[src/video_check_macros.svh]
`ifndef VIDEO_CHECK_MACROS_SVH
`define VIDEO_CHECK_MACROS_SVH

//////////////////////////////////////////////////////////////////////
// Pixel format
//////////////////////////////////////////////////////////////////////

// Bits per colour channel
`define VC_COLOR_W 8

//////////////////////////////////////////////////////////////////////
// Vertical timing of a 640x480 frame, in lines
//////////////////////////////////////////////////////////////////////

`define VC_VSYNC_LINES 2
`define VC_V_BACKPORCH 33
`define VC_ACT_Y 480

//////////////////////////////////////////////////////////////////////
// Signature
//////////////////////////////////////////////////////////////////////

// Value loaded into the accumulator at every frame start
`define VC_SIG_SEED 24'h000000

`endif

[src/video_check_pkg.sv]
`include "video_check_macros.svh"

package video_check_pkg;

  // Vertical phase of the frame being tracked
  typedef enum logic [1:0] {
    V_IDLE,
    V_SYNC,
    V_BACK_PORCH,
    V_ACTIVE
  } v_phase_e;

  // Blue in the top byte, then green, red at the bottom
  typedef logic [3*`VC_COLOR_W-1:0] pixel_t;

  // Per-phase line counter, sized by the longest phase
  typedef logic [$clog2(`VC_ACT_Y)-1:0] line_cnt_t;

  // Rotate-XOR frame signature, same width as a pixel
  typedef logic [3*`VC_COLOR_W-1:0] sig_t;

  // Completed frames since reset
  typedef logic [15:0] frame_cnt_t;

endpackage

[src/vsync_phase_tracker.sv]
`timescale 1ns/1ps
`include "video_check_macros.svh"

module vsync_phase_tracker (
  input  logic axi2hdmi_hsync_o,
  input  logic rst_n_i,
  input  logic vsync_i,
  output logic line_active_o,
  output logic frame_start_o,
  output logic frame_done_o,
  output logic sync_err_o,
  output logic short_frame_err_o
);

  import video_check_pkg::*;

  // Last count value of each phase
  localparam line_cnt_t sync_last   = line_cnt_t'(`VC_VSYNC_LINES - 1);
  localparam line_cnt_t porch_last  = line_cnt_t'(`VC_V_BACKPORCH - 1);
  localparam line_cnt_t active_last = line_cnt_t'(`VC_ACT_Y - 1);

  logic      vsync_q;
  logic      vsync_rise;

  v_phase_e  phase_q;
  v_phase_e  phase_d;
  line_cnt_t line_cnt_q;
  line_cnt_t line_cnt_d;

  logic      frame_start_d;
  logic      frame_done_d;
  logic      sync_err_d;
  logic      short_err_d;

  //////////////////////////////////////////////////////////////////////
  // Vsync sampling and rise detection
  //////////////////////////////////////////////////////////////////////

  // A vsync already high at reset release does not open a frame
  always_ff @(posedge axi2hdmi_hsync_o) begin
    if (!rst_n_i) begin
      vsync_q <= 1'b1;
    end else begin
      vsync_q <= vsync_i;
    end
  end

  assign vsync_rise = vsync_i & ~vsync_q;

  //////////////////////////////////////////////////////////////////////
  // Phase FSM
  //////////////////////////////////////////////////////////////////////

  // The rise edge itself is the first sync line, so the count starts at 0
  // and the sync check lands on the first back porch line.
  // Back porch enters with a count of 1 since that edge is already a
  // porch line, and leaves one edge early so that the phase leads each
  // active line by one cycle
  always_comb begin
    phase_d       = phase_q;
    line_cnt_d    = line_cnt_q;
    frame_start_d = 1'b0;
    frame_done_d  = 1'b0;
    sync_err_d    = 1'b0;
    short_err_d   = 1'b0;

    if (vsync_rise) begin
      // New frame, possibly cutting the current one short
      short_err_d   = (phase_q != V_IDLE);
      phase_d       = V_SYNC;
      line_cnt_d    = '0;
      frame_start_d = 1'b1;
    end else begin
      case (phase_q)
        V_IDLE: begin
          line_cnt_d = '0;
        end
        V_SYNC: begin
          if (line_cnt_q == sync_last) begin
            phase_d    = V_BACK_PORCH;
            line_cnt_d = line_cnt_t'(1);
            // Sync should be gone by the first porch line
            sync_err_d = vsync_i;
          end else begin
            line_cnt_d = line_cnt_q + 1'b1;
          end
        end
        V_BACK_PORCH: begin
          if (line_cnt_q == porch_last) begin
            phase_d    = V_ACTIVE;
            line_cnt_d = '0;
          end else begin
            line_cnt_d = line_cnt_q + 1'b1;
          end
        end
        V_ACTIVE: begin
          if (line_cnt_q == active_last) begin
            phase_d      = V_IDLE;
            line_cnt_d   = '0;
            frame_done_d = 1'b1;
          end else begin
            line_cnt_d = line_cnt_q + 1'b1;
          end
        end
        default: begin
          phase_d    = V_IDLE;
          line_cnt_d = '0;
        end
      endcase
    end
  end

  always_ff @(posedge axi2hdmi_hsync_o) begin
    if (!rst_n_i) begin
      phase_q           <= V_IDLE;
      line_cnt_q        <= '0;
      frame_start_o     <= 1'b0;
      frame_done_o      <= 1'b0;
      sync_err_o        <= 1'b0;
      short_frame_err_o <= 1'b0;
    end else begin
      phase_q           <= phase_d;
      line_cnt_q        <= line_cnt_d;
      frame_start_o     <= frame_start_d;
      frame_done_o      <= frame_done_d;
      sync_err_o        <= sync_err_d;
      short_frame_err_o <= short_err_d;
    end
  end

  //////////////////////////////////////////////////////////////////////
  // Outputs
  //////////////////////////////////////////////////////////////////////

  // High during the cycle that ends on an active line edge
  assign line_active_o = (phase_q == V_ACTIVE);

endmodule
[config.mk]
export PLATFORM = sky130hd
export DESIGN_NAME = vsync_phase_tracker
export DESIGN_NICKNAME = d
export VERILOG_FILES = /design/src/video_check_pkg.sv /design/src/vsync_phase_tracker.sv
export VERILOG_INCLUDE_DIRS = /design/src
export SDC_FILE = /design/constraint.sdc
export NUM_CORES = 1
export LEC_CHECK = 0
export BUFFER_PORTS_ARGS = -buffer_cell sky130_fd_sc_hd__clkbuf_2
export CAP_MARGIN = 0
export CORE_UTILIZATION = 25
export CTS_CLUSTER_DIAMETER = 40
export CTS_CLUSTER_SIZE = 40
export DETAILED_ROUTE_END_ITERATION = 6
export SYNTH_ARGS = -nofsm -noshare
export SYNTH_HDL_FRONTEND = slang
export SYNTH_SLANG_ARGS = --single-unit
[constraint.sdc]
create_clock -name axi2hdmi_hsync_o -period 4.4 [get_ports axi2hdmi_hsync_o]
set_input_delay 0.22 -clock axi2hdmi_hsync_o [delete_from_list [all_inputs] [get_ports axi2hdmi_hsync_o]]
set_output_delay 0.22 -clock axi2hdmi_hsync_o [all_outputs]
set_load 0.05 [all_outputs]
==> flow_metrics.env <==
export IMPL_status="complete, no violations"
export IMPL_gp_congestion=0.775
export IMPL_end_kind="flop"
export IMPL_crit_start="line_cnt_q[0]"
export IMPL_period_needed_ns=1.88
export IMPL_fin_skew_ns=0.00236
export IMPL_worst_r2r_startpoint="line_cnt_q[0]"
export IMPL_yosys_warnings=0
export IMPL_cts_tree="built"
export IMPL_grt_max_degree=9
export IMPL_clock_latency_ns=0.27
export IMPL_period_share=0.426
export IMPL_max_clock_path_buffers=2
export IMPL_rr_worst_depth=6
export IMPL_grt_pass1_wl_um=2530
export IMPL_met3_length_um=48
export IMPL_maxCapViolations=0
export IMPL_setup_violations=0
export IMPL_syn_nets=102
export IMPL_report_final_slew_viol_count=0
export IMPL_wl_met2_um=678
export IMPL_max_slew_margin_rel=0.749
export IMPL_io_buffers=7
export IMPL_setup_tns_ns=0
export IMPL_seq_area_frac_synth=0.376
export IMPL_synth_top_area_cell="dfxtp_1"
export IMPL_irDropWorstVdd_uv=107
export IMPL_drt_initial_drc_count=18
export IMPL_fill_cells=353
export IMPL_power_leakage_nw=0.366
export IMPL_synth_flop_cell="dfxtp_1"
export IMPL_synth_xor_area_frac=0.0617
export IMPL_critical_path_peak_fanout=5
export IMPL_cp_num_buf_inv=0
export IMPL_drt_wirelength_per_cell_um=10.1
export IMPL_die_area_sq_um=3650
export IMPL_p_sw_frac=0.244
export IMPL_syn_cell_area_sq_um=852
export IMPL_p_seq_frac=0.590
export IMPL_synth_mux_area_frac=0.0117
export IMPL_switchingPower_mw=0.0625
export IMPL_fin_nets=113
export IMPL_synthAdderAreaFrac=0.132
export IMPL_crit_family="simple AND/OR/NAND/NOR gates"
export IMPL_antenna_left=0
export IMPL_pwr_share_comb=0.128
export IMPL_drt_met1_wl_um=714
export IMPL_syn_mean_instance_area_sq_um=9.47
export IMPL_p_int_mw=0.193
export IMPL_numCtsBuffers=3
export IMPL_first_global_vias=591
export IMPL_final_util=0.302
export IMPL_num_vias=624
export IMPL_cts_max_level=1
export IMPL_clkPwrFrac=0.282
export IMPL_drive_gt1_frac=0.202
export IMPL_firstDrtPassIters=4
export IMPL_worst_setup_path_type="flop to flop"
export IMPL_synth_cell_types=34
export IMPL_diodes=0
export IMPL_hold_viol_final=0
export IMPL_post_dp_hpwl_um=1180
export IMPL_async_flop_share=0
export IMPL_grt_antenna_before_repair=0
export IMPL_yosys_area_share_simple=0.280
export IMPL_hold_path_depth=2
export IMPL_fmax_ghz=0.533
export IMPL_grt_use_total=0.0935
export IMPL_path_clk_slew_ns=0.08
export IMPL_area_growth_pct=11.9
export IMPL_hold_path_class="input port to flop"
export IMPL_synth_most_common_cell="dfxtp_1"
export IMPL_arrival_ns=2.09
export IMPL_cts_root_buf="clkbuf_4"
export IMPL_cts_hold_buffers=0
export IMPL_start_util=0.270
export IMPL_path_cells="ha_1 > and4_4 > and4_4 > nor2b_2 > or4_1 > a21boi_1"
export IMPL_rows=20
export IMPL_power_density_nw_per_um2=268
export IMPL_worst_path_stages=6
export IMPL_slowest_stage="or4_1"
export IMPL_cts_resized=0
export IMPL_dieHeight_um=60.4
export IMPL_routed_top_layer="met4"
export IMPL_drc=0
export IMPL_worstHoldStart="rst_n_i"
export IMPL_core_area_sq_um=3150
export IMPL_startpoint_type="flop"
export IMPL_gr_total_overflow=0
export IMPL_synth_seq_cells=16
export IMPL_drt_total_wl_um=1450
export IMPL_tightest_slew_ns=0.374
export IMPL_cpPeakStageDelay_ns=0.48
export IMPL_ios=8
export IMPL_synth_top_cell_area_share=0.376
export IMPL_critPathRequiredTime_ns=4.61
export IMPL_path_common_cell="and4_4"
export IMPL_post_cts_setup_buffer_count=0
export IMPL_synth_edf_count=0
export IMPL_clkSinkCount=16
export IMPL_synthTopCellsByArea="dfxtp_1, ha_1, nor2_1"
export IMPL_synth_compound_area_frac=0.0896
export IMPL_vias_per_cell=4.36
export IMPL_synth_top_family_by_area="simple AND/OR/NAND/NOR gates"
export IMPL_rsz0062_at_grt="false"
export IMPL_synthTopCellsByCount="dfxtp_1, nor2_1, ha_1"
export IMPL_dieWidth_um=60.4
export IMPL_syn_inst=90
## metrics by stage
step                      cell area [sq um]  hold WS (ns)  power, mW  cells  setup slack, ns
after floorplan                         852         0.293      0.178     90             2.67
after global placement                  931         0.410      0.186    140             2.63
after detailed placement                931         0.412      0.187    140             2.54
after CTS                               953         0.120      0.261    143             2.51
after global routing                    953         0.108      0.273    143             2.41
final                                   953         0.131      0.256    143             2.52
## kinds of logic (layout without fill, tap and decap cells)
| family | Yosys count | in the layout |
|---|---|---|
| AOI/OAI and AO/OA | 11 | 11 |
| xor gates and xnor gates | 6 | 6 |
| adders and majority gates | 9 | 9 |
| buffers and inverters | 9 | 18 |
| DFF | 16 | 16 |
| muxes | 1 | 1 |
| and+or+nand+nor | 38 | 38 |
## power groups by stage
stage	Clock (mW)	Combinational (mW)	Sequential, mW
floorplan	0	0.0235	0.155
detailed placement	0	0.0327	0.154
CTS	0.0772	0.0330	0.151
finish	0.0721	0.0326	0.151
global placement	0	0.0322	0.154
global route	0.0845	0.0369	0.151
## cell type report
class,instances,area (sq um),area share
Multi-Input combinational cell,65,490,0.514
Sequential cell,16,320,0.336
Tap cell,44,55.1,0.0577
Timing Repair Buffer,7,35.0,0.0367
Inverter,8,30.0,0.0315
Clock buffer,3,22.5,0.0236
## path summary, 6_finish.rpt
kind	slack, ns	end
worst min-delay path	0.13	vsync_q
worst min register to register	0.52	frame_start_o
worst max-delay path	2.52	phase_q[1]
worst max register to register	2.52	phase_q[1]
## worst reg2reg max path, cell delays in order, from the launching register on
cell      delay, ns
dfxtp_1        0.41
ha_1           0.24
and4_4         0.26
and4_4         0.24
nor2b_2        0.06
or4_1          0.48
a21boi_1       0.13
## registers in the layout (all words and copies together) (netlist names)
register and count:
sync_err_o 1, frame_start_o 1, short_frame_err_o 1, vsync_q 1, phase_q 2, frame_done_o 1, line_cnt_q 9
## cell usage in the layout (no fill, tap or decap), drive strengths merged
master,instances
xor2,4
o31ai,1
and2,1
nor2,12
a21oi,2
nand3,2
and4,3
mux2i,1
inv,8
nor4,2
a31o,1
nand4,2
clkbuf,10
xnor2,2
ha,9
a31oi,2
and3,2
a21boi,1
or4,1
nand3b,1
dfxtp,16
nor3,1
o21ai,3
and4b,1
o21bai,1
nor2b,3
nand2b,3
nand2,4
## layer usage
| metal | vias to the layer above | GRT usage |
|---|---|---|
| li1 | 324 | - |
| met1 | 286 | 0.111 |
| met2 | 12 | 0.159 |
| met3 | 2 | 0.0341 |
| met4 | 0 | 0.0266 |
| met5 | - | 0 |
Power figures use the tool's default switching activity.
